File: src/hw/ics_periph_pkg.sv
//////////////////////////////
// Peripheral bus definitions
// Bus widths, address map and target select encoding
// shared by the video clock domain peripherals
//////////////////////////////

`default_nettype none

package ics_periph_pkg;

    // Bus widths
    localparam int data_width = 32;
    localparam int addr_width = 8;
    localparam int strb_width = 4;

    // Region bases, one region per 16 bytes
    localparam logic [addr_width-1:0] addr_status = 8'h00;
    localparam logic [addr_width-1:0] addr_dsp    = 8'h10;
    localparam logic [addr_width-1:0] addr_pad    = 8'h20;
    localparam logic [addr_width-1:0] addr_flash  = 8'h30;

    // Decoded bus target
    typedef enum logic [2:0] {
        sel_none,
        sel_status,
        sel_dsp,
        sel_pad,
        sel_flash
    } periph_sel_t;

    // Red LED on, blue LED off
    localparam logic [1:0] status_reset_value = 2'b01;

    // Flash control word layout
    // Data out in bits 3..0, output enables in bits 7..4
    localparam int flash_active_bit = 15;
    localparam int flash_clk_bit    = 8;
    localparam int flash_csn_bit    = 9;

endpackage

`default_nettype wire
File: src/hw/ics_periph.sv
//////////////////////////////
// Console peripheral block
// Video clock domain bus with LEDs, multiplier,
// gamepad mock and flash pin control
//////////////////////////////

`default_nettype none

module ics_periph
    import ics_periph_pkg::*;
#(
    parameter int dsp_width = 16,
    parameter int pad_width = 16
) (
    input  logic                  vdp_clk,
    input  logic                  vdp_reset,

    input  logic                  mem_valid,
    input  logic [addr_width-1:0] mem_addr,
    input  logic [strb_width-1:0] mem_wstrb,
    input  logic [data_width-1:0] mem_wdata,
    output logic [data_width-1:0] mem_rdata,
    output logic                  mem_ready,

    output logic                  led_r,
    output logic                  led_b,

    input  logic                  btn_1,
    input  logic                  btn_2,
    input  logic                  btn_3,

    output logic                  flash_clk,
    output logic                  flash_csn,
    output logic [3:0]            flash_io_out,
    output logic [3:0]            flash_io_oe,
    input  logic [3:0]            flash_io_in
);

    // Write strobes from the bus
    logic status_write;
    logic dsp_a_write;
    logic dsp_b_write;
    logic pad_write;
    logic flash_write;

    // Read sources
    logic [1:0]             status_value;
    logic [2*dsp_width-1:0] dsp_product;
    logic                   pad_bit;
    logic [3:0]             flash_sampled;

    logic pad_latch;
    logic pad_clk;

    periph_bus #(
        .dsp_width(dsp_width)
    ) bus (
        .vdp_clk(vdp_clk),
        .vdp_reset(vdp_reset),
        .mem_valid(mem_valid),
        .mem_addr(mem_addr),
        .mem_wstrb(mem_wstrb),
        .mem_wdata(mem_wdata),
        .mem_rdata(mem_rdata),
        .mem_ready(mem_ready),
        .status_value(status_value),
        .dsp_product(dsp_product),
        .pad_bit(pad_bit),
        .flash_sampled(flash_sampled),
        .status_write(status_write),
        .dsp_a_write(dsp_a_write),
        .dsp_b_write(dsp_b_write),
        .pad_write(pad_write),
        .flash_write(flash_write)
    );

    periph_regs regs (
        .vdp_clk(vdp_clk),
        .vdp_reset(vdp_reset),
        .status_write(status_write),
        .pad_write(pad_write),
        .flash_write(flash_write),
        .mem_wdata(mem_wdata),
        .flash_io_in(flash_io_in),
        .status_value(status_value),
        .led_r(led_r),
        .led_b(led_b),
        .pad_latch(pad_latch),
        .pad_clk(pad_clk),
        .flash_clk(flash_clk),
        .flash_csn(flash_csn),
        .flash_io_out(flash_io_out),
        .flash_io_oe(flash_io_oe),
        .flash_sampled(flash_sampled)
    );

    pad_shifter #(
        .pad_width(pad_width)
    ) pad (
        .vdp_clk(vdp_clk),
        .vdp_reset(vdp_reset),
        .pad_latch(pad_latch),
        .pad_clk(pad_clk),
        .btn_1(btn_1),
        .btn_2(btn_2),
        .btn_3(btn_3),
        .pad_bit(pad_bit)
    );

    dsp_mult #(
        .dsp_width(dsp_width)
    ) mult (
        .vdp_clk(vdp_clk),
        .dsp_a_write(dsp_a_write),
        .dsp_b_write(dsp_b_write),
        .mem_wdata(mem_wdata),
        .dsp_product(dsp_product)
    );

endmodule

`default_nettype wire

File: src/hw/dsp_mult.sv
//////////////////////////////
// DSP multiplier
// Signed operand registers with a registered product
//////////////////////////////

`default_nettype none

module dsp_mult
    import ics_periph_pkg::*;
#(
    parameter int dsp_width = 16
) (
    input  logic                   vdp_clk,

    input  logic                   dsp_a_write,
    input  logic                   dsp_b_write,
    input  logic [data_width-1:0]  mem_wdata,

    output logic [2*dsp_width-1:0] dsp_product
);

    logic signed [dsp_width-1:0] operand_a;
    logic signed [dsp_width-1:0] operand_b;

    // Separate enables keep the operands in the multiplier's input registers
    always_ff @(posedge vdp_clk) begin
        if (dsp_a_write) begin
            operand_a <= mem_wdata[dsp_width-1:0];
        end

        if (dsp_b_write) begin
            operand_b <= mem_wdata[dsp_width-1:0];
        end
    end

    // Product lags operand updates by one cycle
    always_ff @(posedge vdp_clk) begin
        dsp_product <= operand_a * operand_b;
    end

endmodule

`default_nettype wire

File: src/hw/pad_shifter.sv
//////////////////////////////
// Gamepad mock
// Latches three buttons and shifts them out serially
//////////////////////////////

`default_nettype none

module pad_shifter #(
    parameter int pad_width = 16
) (
    input  logic vdp_clk,
    input  logic vdp_reset,

    input  logic pad_latch,
    input  logic pad_clk,
    input  logic btn_1,
    input  logic btn_2,
    input  logic btn_3,

    output logic pad_bit
);

    logic [pad_width-1:0] shift_reg;
    logic [pad_width-1:0] load_value;
    logic pad_clk_prev;

    // Button order matches a real pad's B, right, left positions
    always_comb begin
        load_value = '0;
        load_value[0] = btn_2;
        load_value[6] = btn_3;
        load_value[7] = btn_1;
    end

    always_ff @(posedge vdp_clk) begin
        if (vdp_reset) begin
            shift_reg <= '0;
            pad_clk_prev <= 1'b0;
        end else begin
            pad_clk_prev <= pad_clk;

            // Shift takes priority over a reload
            if (pad_clk && !pad_clk_prev) begin
                shift_reg <= {1'b0, shift_reg[pad_width-1:1]};
            end else if (pad_latch) begin
                shift_reg <= load_value;
            end
        end
    end

    assign pad_bit = shift_reg[0];

endmodule

`default_nettype wire

File: src/hw/periph_regs.sv
//////////////////////////////
// Peripheral registers
// Status LEDs, gamepad control and bit-banged flash
// pins with sampled flash inputs
//////////////////////////////

`default_nettype none

module periph_regs
    import ics_periph_pkg::*;
(
    input  logic                  vdp_clk,
    input  logic                  vdp_reset,

    input  logic                  status_write,
    input  logic                  pad_write,
    input  logic                  flash_write,
    input  logic [data_width-1:0] mem_wdata,
    input  logic [3:0]            flash_io_in,

    output logic [1:0]            status_value,
    output logic                  led_r,
    output logic                  led_b,

    output logic                  pad_latch,
    output logic                  pad_clk,

    output logic                  flash_clk,
    output logic                  flash_csn,
    output logic [3:0]            flash_io_out,
    output logic [3:0]            flash_io_oe,
    output logic [3:0]            flash_sampled
);

    logic [1:0] status;
    logic [1:0] pad_ctrl;

    logic       flash_active;
    logic [3:0] flash_ctrl_out;
    logic [3:0] flash_ctrl_oe;
    logic       flash_ctrl_clk;
    logic       flash_ctrl_csn;

    // Status LEDs
    always_ff @(posedge vdp_clk) begin
        if (vdp_reset) begin
            status <= status_reset_value;
        end else if (status_write) begin
            status <= mem_wdata[1:0];
        end
    end

    assign status_value = status;
    assign led_r = status[0];
    assign led_b = status[1];

    // Gamepad control, bit 0 latch and bit 1 clock
    always_ff @(posedge vdp_clk) begin
        if (vdp_reset) begin
            pad_ctrl <= 2'b00;
        end else if (pad_write) begin
            pad_ctrl <= mem_wdata[1:0];
        end
    end

    assign pad_latch = pad_ctrl[0];
    assign pad_clk = pad_ctrl[1];

    always_ff @(posedge vdp_clk) begin
        if (vdp_reset) begin
            flash_active <= 1'b0;
        end else if (flash_write) begin
            flash_active <= mem_wdata[flash_active_bit];
        end
    end

    // Pin fields only matter while software owns the port
    always_ff @(posedge vdp_clk) begin
        if (flash_write) begin
            flash_ctrl_out <= mem_wdata[3:0];
            flash_ctrl_oe <= mem_wdata[7:4];
            flash_ctrl_clk <= mem_wdata[flash_clk_bit];
            flash_ctrl_csn <= mem_wdata[flash_csn_bit];
        end
    end

    // Idle pins: deselected, clock low, bus released
    assign flash_clk = flash_active ? flash_ctrl_clk : 1'b0;
    assign flash_csn = flash_active ? flash_ctrl_csn : 1'b1;
    assign flash_io_out = flash_active ? flash_ctrl_out : 4'b0000;
    assign flash_io_oe = flash_active ? flash_ctrl_oe : 4'b0000;

    always_ff @(posedge vdp_clk) begin
        flash_sampled <= flash_io_in;
    end

endmodule

`default_nettype wire

File: src/hw/periph_bus.sv
//////////////////////////////
// Peripheral bus
// Decodes requests, pulses one write strobe per write
// and answers with a registered ready and read data
//////////////////////////////

`default_nettype none

module periph_bus
    import ics_periph_pkg::*;
#(
    parameter int dsp_width = 16
) (
    input  logic                   vdp_clk,
    input  logic                   vdp_reset,

    input  logic                   mem_valid,
    input  logic [addr_width-1:0]  mem_addr,
    input  logic [strb_width-1:0]  mem_wstrb,
    input  logic [data_width-1:0]  mem_wdata,
    output logic [data_width-1:0]  mem_rdata,
    output logic                   mem_ready,

    input  logic [1:0]             status_value,
    input  logic [2*dsp_width-1:0] dsp_product,
    input  logic                   pad_bit,
    input  logic [3:0]             flash_sampled,

    output logic                   status_write,
    output logic                   dsp_a_write,
    output logic                   dsp_b_write,
    output logic                   pad_write,
    output logic                   flash_write
);

    typedef enum logic [1:0] {
        bus_idle,
        bus_decode,
        bus_respond
    } bus_state_t;

    bus_state_t state;
    periph_sel_t decoded_sel;
    periph_sel_t sel_q;
    logic accept;
    logic is_write;
    logic [data_width-1:0] read_value;

    // Master keeps valid high through the ready cycle, so no new accept then
    assign accept = mem_valid && (state == bus_idle) && !mem_ready;
    assign is_write = |mem_wstrb;

    always_comb begin
        case (mem_addr[addr_width-1:4])
            addr_status[addr_width-1:4]: decoded_sel = sel_status;
            addr_dsp[addr_width-1:4]:    decoded_sel = sel_dsp;
            addr_pad[addr_width-1:4]:    decoded_sel = sel_pad;
            addr_flash[addr_width-1:4]:  decoded_sel = sel_flash;
            default:                     decoded_sel = sel_none;
        endcase
    end

    always_ff @(posedge vdp_clk) begin
        if (vdp_reset) begin
            state <= bus_idle;
            sel_q <= sel_none;
            status_write <= 1'b0;
            dsp_a_write <= 1'b0;
            dsp_b_write <= 1'b0;
            pad_write <= 1'b0;
            flash_write <= 1'b0;
            mem_ready <= 1'b0;
        end else begin
            // Strobes and ready are single cycle pulses
            status_write <= 1'b0;
            dsp_a_write <= 1'b0;
            dsp_b_write <= 1'b0;
            pad_write <= 1'b0;
            flash_write <= 1'b0;
            mem_ready <= 1'b0;

            case (state)
                bus_idle: begin
                    if (accept) begin
                        state <= bus_decode;
                    end
                end
                bus_decode: begin
                    sel_q <= decoded_sel;
                    status_write <= is_write && (decoded_sel == sel_status);
                    dsp_a_write <= is_write && (decoded_sel == sel_dsp) && !mem_addr[2];
                    dsp_b_write <= is_write && (decoded_sel == sel_dsp) && mem_addr[2];
                    pad_write <= is_write && (decoded_sel == sel_pad);
                    flash_write <= is_write && (decoded_sel == sel_flash);
                    state <= bus_respond;
                end
                default: begin
                    mem_ready <= 1'b1;
                    state <= bus_idle;
                end
            endcase
        end
    end

    // Both DSP offsets read back the product
    always_comb begin
        read_value = '0;
        case (sel_q)
            sel_status: read_value[1:0] = status_value;
            sel_dsp:    read_value[2*dsp_width-1:0] = dsp_product;
            sel_pad:    read_value[0] = pad_bit;
            sel_flash:  read_value[3:0] = flash_sampled;
            default:    read_value = '0;
        endcase
    end

    // Read data captured together with ready
    always_ff @(posedge vdp_clk) begin
        if (state == bus_respond) begin
            mem_rdata <= read_value;
        end
    end

endmodule

`default_nettype wire

File: config.mk
export PLATFORM = sky130hd
export DESIGN_NAME = ics_periph
export DESIGN_NICKNAME = d
export VERILOG_FILES = /design/src/hw/ics_periph_pkg.sv /design/src/hw/ics_periph.sv /design/src/hw/dsp_mult.sv /design/src/hw/pad_shifter.sv /design/src/hw/periph_regs.sv /design/src/hw/periph_bus.sv
export SDC_FILE = /design/constraint.sdc
export NUM_CORES = 1
export LEC_CHECK = 0
export BUFFER_PORTS_ARGS = -buffer_cell sky130_fd_sc_hd__buf_2
export CORE_UTILIZATION = 50
export DETAILED_ROUTE_END_ITERATION = 10
export PLACE_DENSITY = 0.68
export SYNTH_ARGS = -nofsm -noshare
export SYNTH_HDL_FRONTEND = slang
export SYNTH_SLANG_ARGS = --single-unit
export TNS_END_PERCENT = 10
File: constraint.sdc
create_clock -name vdp_clk -period 6.5 [get_ports vdp_clk]
set_input_delay 1.3 -clock vdp_clk [delete_from_list [all_inputs] [get_ports vdp_clk]]
set_output_delay 1.3 -clock vdp_clk [all_outputs]
set_load 0.02 [all_outputs]
* After elaboration in Yosys (flattened, before gate mapping)
Index checks and enable logic that the tools add are counted.
** Word-level totals
- Register bits :: 142
- Latch bits :: 0
- Bits in writable memories :: 0
- ROM bits :: 0
- Output and inout bits :: 45
- Logic and storage cells :: 70
- Memories :: 0
** Operators by class
- Add/sub/neg operators :: 0
- Multipliers :: 1
- Divide/modulo/power cells :: 0
- Order comparisons :: 0
- Eq/ne operators :: 14
- Shift-type cells :: 0
- Mux-type cells :: 13
- Bitwise logic cells :: 1
- Reduce and logical (&&, ||, !) cells :: 18
** Operator list (number)
- 16-bit by 16-bit multiplier with 32-bit output :: 1
- 15-bit two-way mux :: 2
- 3-bit by 2-bit equality test with 1-bit output, second input constant :: 4
- 3-bit case mux with 4 select lines :: 1
- 1-bit logical AND :: 9
- 4-bit by 2-bit equality test with 1-bit output, second input constant :: 2
- 4-bit two-way mux :: 2
- 2-bit case mux with 2 select lines :: 2
- 3-bit by 1-bit equality test with 1-bit output, second input constant :: 2
- 3-bit equality test, second input constant :: 2
- 4-bit by 1-bit equality test with 1-bit output, second input constant :: 1
- 4-bit zero test :: 1
- 1-bit case mux with 4 select lines :: 1
- 2-bit OR reduction :: 2
- 4-bit OR reduction :: 1
- 1-bit zero test :: 3
- 1-bit two-way mux :: 3
- 1-bit case mux with 3 select lines :: 1
- 2-bit by 1-bit equality test with 1-bit output, second input constant :: 1
- 2-bit equality test, second input constant :: 1
- 2-bit zero test :: 1
- 2-bit two-way mux :: 1
- 2-bit by 1-bit inequality test with 1-bit output, second input constant :: 1
- 2-bit nonzero test :: 1
- 1-bit inverter :: 1

* Depth between registers and ports, before layout
Gate-level depths: netlist of run 1.
- Depth in word-level cells :: 5
- Gate-level depth with buffers :: 24
- Gate-level depth less buffers :: 22

* Modules after synthesis
A second synthesis of run 1 with hierarchy kept.
** Unflattened totals
- Cell total of the unflattened synthesis :: 1356
- Area total of the unflattened synthesis :: 14174.8 µm²
** By module, submodules not included
- dsp_mult :: times used 1, cells each 1157, area each 11493.5 µm², seq. area each 1601.5 µm²
- periph_bus :: times used 1, cells each 119, area each 1671.6 µm², seq. area each 1181.1 µm²
- periph_regs :: times used 1, cells each 42, area each 633.1 µm², seq. area each 480.5 µm²
- pad_shifter :: times used 1, cells each 38, area each 376.6 µm², seq. area each 180.2 µm²

* Worst setup path after synthesis of run 1
Ideal clock, no wire load.
- Path kind :: reg2reg
- Start point :: register mult.operand_a[15]
- End point :: register mult.dsp_product[29]
- Setup time :: 0.125 ns
- Arrival :: 5.734 ns
- Data required time :: 6.375 ns
- Slack :: 0.641 ns
- Cell stages (with the launch flop) :: 21
- Cells stage by stage :: edfxtp_1 -> clkbuf_1 -> nand2_1 -> inv_1 -> fa_1 -> fa_1 -> fa_1 -> fa_1 -> fa_1 -> inv_1 -> fa_1 -> inv_1 -> ha_1 -> buf_4 -> a21oi_4 -> o21bai_1 -> a21o_1 -> a21o_1 -> or3_1 -> mux2i_1 -> a211oi_2
** On the way
- Cells in the longest elaborated chain, start to end :: 1
** Ends and longest elaborated chain
- from (decl) :: line dsp_mult.sv:22 : logic signed [dsp_width-1:0] operand_a;
- from (signal assigned) :: line dsp_mult.sv:28 : operand_a <= mem_wdata[dsp_width-1:0];
- 16-bit by 16-bit multiplier with 32-bit output :: line dsp_mult.sv:38 : dsp_product <= operand_a * operand_b;
- to (signal assigned) :: line dsp_mult.sv:38
- to (decl) :: line dsp_mult.sv:19 : output logic [2*dsp_width-1:0] dsp_product
No other way between the ends.
A chain may end at the register's enable or synchronous reset.

* Final worst setup path of run 1
- Start point :: register mult.operand_b[7]
- End point :: register mult.dsp_product[31]
** On the way
- Cells in the longest elaborated chain, start to end :: 1
** Ends and longest elaborated chain
- from (decl) :: line dsp_mult.sv:23 : logic signed [dsp_width-1:0] operand_b;
- from (signal assigned) :: line dsp_mult.sv:32 : operand_b <= mem_wdata[dsp_width-1:0];
- 16-bit by 16-bit multiplier with 32-bit output :: line dsp_mult.sv:38
No other way between the ends.

==> impl_metrics.toml, run 1 <==
[timing]
worstMarginPinSlew_ns = 1.052
tns_ns = 0
finalWorstSetupSlack_ns = 0.2136
setup-violations-final = 0
fin_hold_ws_ns = 0.4298
period_needed_ns = 6.286
finalClockSkew_ns = 0.01754
fmax_mhz = 159.1
rsz0062_at_grt = "no"
slew_viol_final = 0
period_share = 0.9671
maxSlewHeadroom = 0.2987
finalHoldViolations = 0

[critical_path]
slowest_stage = "edfxtp_1"
endpoint_kind = "flip-flop"
crit_chain = "buf_4, nand2_1, fa_1, inv_1, fa_1, fa_1, fa_1, fa_1, inv_1, fa_1, inv_1, ha_1, a21o_1, a31oi_2, or2b_1, nand3_1, a32oi_2, o32ai_1"
cpMostUsedCell = "fa_1"
critPathArrivalTime_ns = 6.56
cpPeakStageDelay_ns = 0.75
cp.required_ns = 6.78
worst-path-max-fanout = 13
cp-start-kind = "flip-flop"
path_class = "flip-flop to flip-flop"

[finish]
nFillCells = 2439
final_cell_area_sq_mm = 0.01597
top_regs = "bus.mem_rdata (32), mult.dsp_product (32)"
final_nets = 1890
drive_above_1_share = 0.1130
synthToLayoutAreaGrowth_pct = 11.15
num_antenna_cells = 0

[place]
place_congestion = 0.9003
place_area_sq_mm = 0.01528
dp_slack_ns = 0.1868
dp_hpwl_mm = 23.66
numPortBuffers = 79

[clock_tree]
clk_pin_slew_worst_paths_ns = 0.08
clock-sinks = 135
clkLatencyLatePin_ns = 0.44
cts_buffer_depth = 2
h-tree-depth = 4
clockRootBuffer = "clkbuf_16"
cts_tree = "yes"
cts_buffers = 17

[drt]
totalWireLength_mm = 30.16
avgRoutedWirePerCell_um = 16.02
drt_iter0_drc = 560
firstDrtPassIters = 5
drtAntennaViolNets = 0
drc_errors = 0
vias = 9642
via_per_inst = 5.121

[worst_hold_path]
hold_class = "flip-flop to flip-flop"

[synth]
synthCells = 1404
synth_seq_cells = 135
synth_cell_types = 61
yosys_warnings = 0
yosysSeqAreaShare = 0.2397
async_flop_share = 0
post_synth.cell_area_avg_sq_um = 10.23
netlist_area_sq_mm = 0.01437
synth_edf_count = 74
synthesis.nets = 1802
synth-main-ff-cell = "edfxtp_1"

[run]
maxCapViolations = 0

[floorplanning]
dieArea_sq_mm = 0.02941
coreArea_sq_mm = 0.02801
row_count = 61
io_pins = 99
dieHeight_um = 171.5
fp.dieW_um = 171.5
initial_core_util = 0.5129

[run_status]
status = "finished clean"

[global_routing]
grt_antenna_before_repair = 0
grt_pass1_wl_mm = 51.37
gr-usage-all-layers = 0.2305
grt_pass1_vias = 10530
overflow = 0
grt_max_degree = 33

[pwr]
leakage_nw = 7.661
ir_drop_uv = 113.3
powerDensity_mw_per_mm2 = 143.3
power_w = 0.002288
## path summary, 6_finish.rpt
path | from | endpoint | slack (ns) | cells past startpoint
setup / recovery | mult.operand_b[7] | mult.dsp_product[31] | 0.21 | 18
hold reg to reg | bus.mem_ready | bus.state[0] | 0.43 | 1
hold / removal | bus.mem_ready | bus.state[0] | 0.43 | 1
setup reg to reg | mult.operand_b[7] | mult.dsp_product[31] | 0.21 | 18
## cell type report
class | count | area [sq um] | area share
clock buffer | 17 | 425.4 | 0.02664
clock inverter | 15 | 198.9 | 0.01246
inverter | 316 | 1186 | 0.07428
multi-input combinational | 905 | 9560 | 0.5987
sequential | 135 | 3443 | 0.2156
tap | 378 | 473.0 | 0.02962
timing repair buffer | 117 | 680.7 | 0.04263
## stage by stage
step,util,std cells
after global routing,0.5701,1883
after floorplan,-,1404
after CTS,0.5677,1876
after global placement,0.5455,1844
final,0.5701,1883
after detailed placement,0.5455,1844
## per-layer routing
layer / GRT usage / vias up / part of all wire
met2: 0.3964 / 285 / 0.50
met5: 0 / - / 0
met1: 0.2892 / 4859 / 0.41
met4: 0.09394 / 0 / 0.034
met3: 0.03705 / 79 / 0.053
li1: - / 4419 / -
## cell usage after synthesis, drive strengths merged, types with 2 or more instances
library cell,n,area share
inv,316,0.083
fa,262,0.37
and2,158,0.069
nand2,141,0.037
ha,82,0.071
edfxtp,74,0.15
dfxtp,61,0.085
nor2,45,0.012
clkbuf,42,0.011
a21oi,32,0.012
xnor2,23,0.014
o21ai,19,0.0066
nor2b,15,0.0065
a21o,12,0.0063
nand2b,11,0.0048
xor2,11,0.0067
nor3,10,0.0035
mux2i,9,0.0063
a211oi,7,0.0051
a31oi,7,0.0035
nor3b,7,0.0037
buf,6,0.0029
nand3,6,0.0021
nand4,5,0.0022
o21a,4,0.0026
a211o,3,0.0018
a21boi,3,0.0016
a22oi,3,0.0016
nor4,3,0.0013
o21bai,3,0.0018
or3,3,0.0013
a221oi,2,0.0017
and2b,2,0.0010
o211ai,2,0.0014
o221ai,2,0.0017
o31ai,2,0.0014
## where the power goes
group          leakage (nW)  internal [W]  switching [W]
logic                  6.17      0.000129       0.000183
registers              1.20      0.000945      0.0000106
clock network         0.300      0.000526       0.000494
total                  7.66       0.00160       0.000688
## worst max-delay path, delay by kind of cell, from the launching register on
kind                       cells  cell delay [ns]
and+or+nand+nor                3             0.43
AOI/OAI and AO/OA              4             1.10
adders and majority gates      7             3.42
buffers and inverters          4             0.42
DFF                            1             0.75
## cell usage in the layout, fill, tap and decap left out, drive strengths merged, types with 9 or more instances in the layout
cell and instances:
nor2b 15, fa 262, nor2 45, nor3 10
and2 158, nand2 141, mux2i 9, clkinv 10
ha 82, edfxtp 74, o21ai 19, xnor2 23
buf 117, xor2 11, nand2b 11, dfxtp 61
a21o 12, clkbuf 17, inv 321, a21oi 32
## cells by family (layout without fill, tap and decap cells)
| family | after synthesis | in the layout | share of synthesized area |
|---|---|---|---|
| adder cells (fa/ha/maj) | 344 | 344 | 0.4365 |
| buffers and inverters | 364 | 465 | 0.09641 |
| XOR/XNOR | 34 | 34 | 0.02073 |
| AND/OR/NAND/NOR | 411 | 411 | 0.1464 |
| multiplexers | 10 | 10 | 0.007055 |
| AO/OA/AOI/OAI | 106 | 106 | 0.05321 |
| flip-flops | 135 | 135 | 0.2397 |
## what timing repair did
| item | 4_1_cts | 5_1_grt |
|---|---|---|
| hold buffers | 0 | 0 |
| setup endpoints to repair | 0 | 6 |
| setup buffers | 0 | 7 |
| resized for setup | 0 | 2 |
Power figures use the tool's default switching activity.
==> run 2: changes to the inputs <==
--- a/config.mk
+++ b/config.mk
@@ -9,6 +9,7 @@
 export CORE_UTILIZATION = 50
 export DETAILED_ROUTE_END_ITERATION = 10
 export PLACE_DENSITY = 0.68
+export RECOVER_POWER = 100
 export SYNTH_ARGS = -nofsm -noshare
 export SYNTH_HDL_FRONTEND = slang
 export SYNTH_SLANG_ARGS = --single-unit
==> impl_metrics.toml, run 2 (synthesis gave the netlist of run 1 again) <==
[clock_tree]
cts_tree = "yes"
hold_buffers = 0
clkLatencyLatePin_ns = 0.44
clock-sinks = 135
cts_buffers = 17
clockRootBuffer = "clkbuf_16"
clk_pin_slew_worst_paths_ns = 0.08
h-tree-depth = 4
cts_buffer_depth = 2

[pwr]
switchingPower_w = 0.0006861
clock_power_share = 0.447
pwr-share-comb = 0.134
leakage_nw = 7.465
seqPwrFrac = 0.419
swShare = 0.3004
internal_power_w = 0.001598
powerDensity_mw_per_mm2 = 143.9
ir_drop_uv = 111.6

[timing]
maxSlewHeadroom = -1.125
rsz0062_at_grt = "no"
fmax_mhz = 157.9
finalClockSkew_ns = 0.01976
worstMarginPinSlew_ns = 3.181
slew_viol_final = 62
period_share = 0.9746
period_needed_ns = 6.335
tns_ns = 0
setup-violations-final = 0
finalHoldViolations = 0

[critical_path]
ff2ff_setup_slack_ns = 0.17
critPathArrivalTime_ns = 6.61
path_class = "flip-flop to flip-flop"
path_delay_family = "adder cells"
crit_chain = "clkbuf_2, nand2_1, fa_1, inv_1, fa_1, fa_1, fa_1, fa_1, inv_1, fa_1, inv_1, ha_1, a21o_1, a31oi_2, or2b_1, nand3_1, a32oi_2, o32ai_1"
worst-path-max-fanout = 13
endpoint_kind = "flip-flop"
cp-start-kind = "flip-flop"
cp.required_ns = 6.77
cpMostUsedCell = "fa_1"
cpPeakStageDelay_ns = 0.76
slowest_stage = "edfxtp_1"
critPathBufInv = 4

[finish]
synthToLayoutAreaGrowth_pct = 10.50
final-instance-count-excl-fill = 1883
final_cell_mix = "316 x inv_1, 262 x fa_1, 141 x nand2_1"
final_nets = 1890
num_antenna_cells = 0
final_common_cell = "inv_1"
drive_above_1_share = 0.07575
top_regs = "bus.mem_rdata (32), mult.dsp_product (32)"

[floorplanning]
dieHeight_um = 171.5
fp.dieW_um = 171.5
row_count = 61
initial_core_util = 0.5129
io_pins = 99
coreArea_sq_mm = 0.02801
dieArea_sq_mm = 0.02941

[drt]
drc_errors = 0
avgRoutedWirePerCell_um = 16.01
totalWireLength_mm = 30.15
drt_iter0_drc = 593
firstDrtPassIters = 6
via_per_inst = 5.110
vias = 9622
drtAntennaViolNets = 0

[place]
dpl.cell_count = 1844
dp_hpwl_mm = 23.66
place_congestion = 0.9003
numPortBuffers = 79

[run_status]
violations = "max-capacitance violations, max-slew violations"
status = "complete, but fails checks"

[global_routing]
grt_antenna_before_repair = 0
grt_max_degree = 33
gr-usage-all-layers = 0.2305
grt_pass1_wl_mm = 51.37
grt_pass1_vias = 10530
overflow = 0

[worst_hold_path]
hold_class = "flip-flop to flip-flop"

[run]
maxCapViolations = 2
[run 2: cell types whose count changed in the layout (fill, tap and decap cells not counted), sizes merged]
cell / before / now
buf: 117 / 63
clkbuf: 17 / 71
[run 2: path summary, 6_finish.rpt]
kind	startpoint	to	cells past startpoint
min reg2reg	bus.mem_ready	bus.state[0]	1
max	mult.operand_b[7]	mult.dsp_product[31]	18
max reg2reg	mult.operand_b[7]	mult.dsp_product[31]	18
min	bus.mem_ready	bus.state[0]	1
[run 2: per-stage QoR]
stage / total power [W] / hold WS (ns) / area (sq um) / worst slack [ns] / utilization
2_1_floorplan: 0.001206 / 0.4168 / 14370 / 0.6411 / -
3_3_place_gp: 0.001278 / 0.4032 / 15280 / 0.2555 / 0.5455
3_5_place_dp: 0.001285 / 0.4275 / 15280 / 0.1868 / 0.5455
4_1_cts: 0.002312 / 0.4391 / 15900 / 0.1537 / 0.5677
5_1_grt: 0.002387 / 0.4622 / 15880 / 0.005560 / 0.5668
6_report: 0.002284 / 0.4353 / 15880 / 0.1651 / 0.5668
[run 2: routing by layer]
metal  routed length, um  part of all wire  track usage  up-vias
met3                1597             0.053      0.03705       80
li1                    -                 -            -     4418
met4                1085             0.036      0.09394        0
met5                   0                 0            0        -
met2               15070              0.50       0.3964      268
met1               12400              0.41       0.2892     4856
[run 2: layout make-up]
class | count | area, sq um
repair buffers | 117 | 609.3
flip-flops and latches | 135 | 3443
fillers | 2458 | 12140
well taps | 378 | 473.0
inverters | 316 | 1186
multi-input cells | 905 | 9539
clock inverters | 15 | 198.9
clock buffers | 17 | 425.4
[run 2: repair_timing]
| item | in CTS | in global routing |
|---|---|---|
| setup endpoints to repair | 0 | 6 |
| resized for setup | 0 | 2 |
| buffers inserted | 0 | 7 |
| endpoints found under the hold margin | 0 | 0 |
[run 2: power groups by stage]
| stage | logic (W) | registers (W) | clock network, W |
|---|---|---|---|
| finish | 0.000306 | 0.000957 | 0.00102 |
| global route | 0.000348 | 0.000963 | 0.00108 |
| CTS | 0.000311 | 0.000957 | 0.00104 |
| detailed placement | 0.000309 | 0.000976 | 0 |
| global placement | 0.000302 | 0.000976 | 0 |
| floorplan | 0.000229 | 0.000977 | 0 |
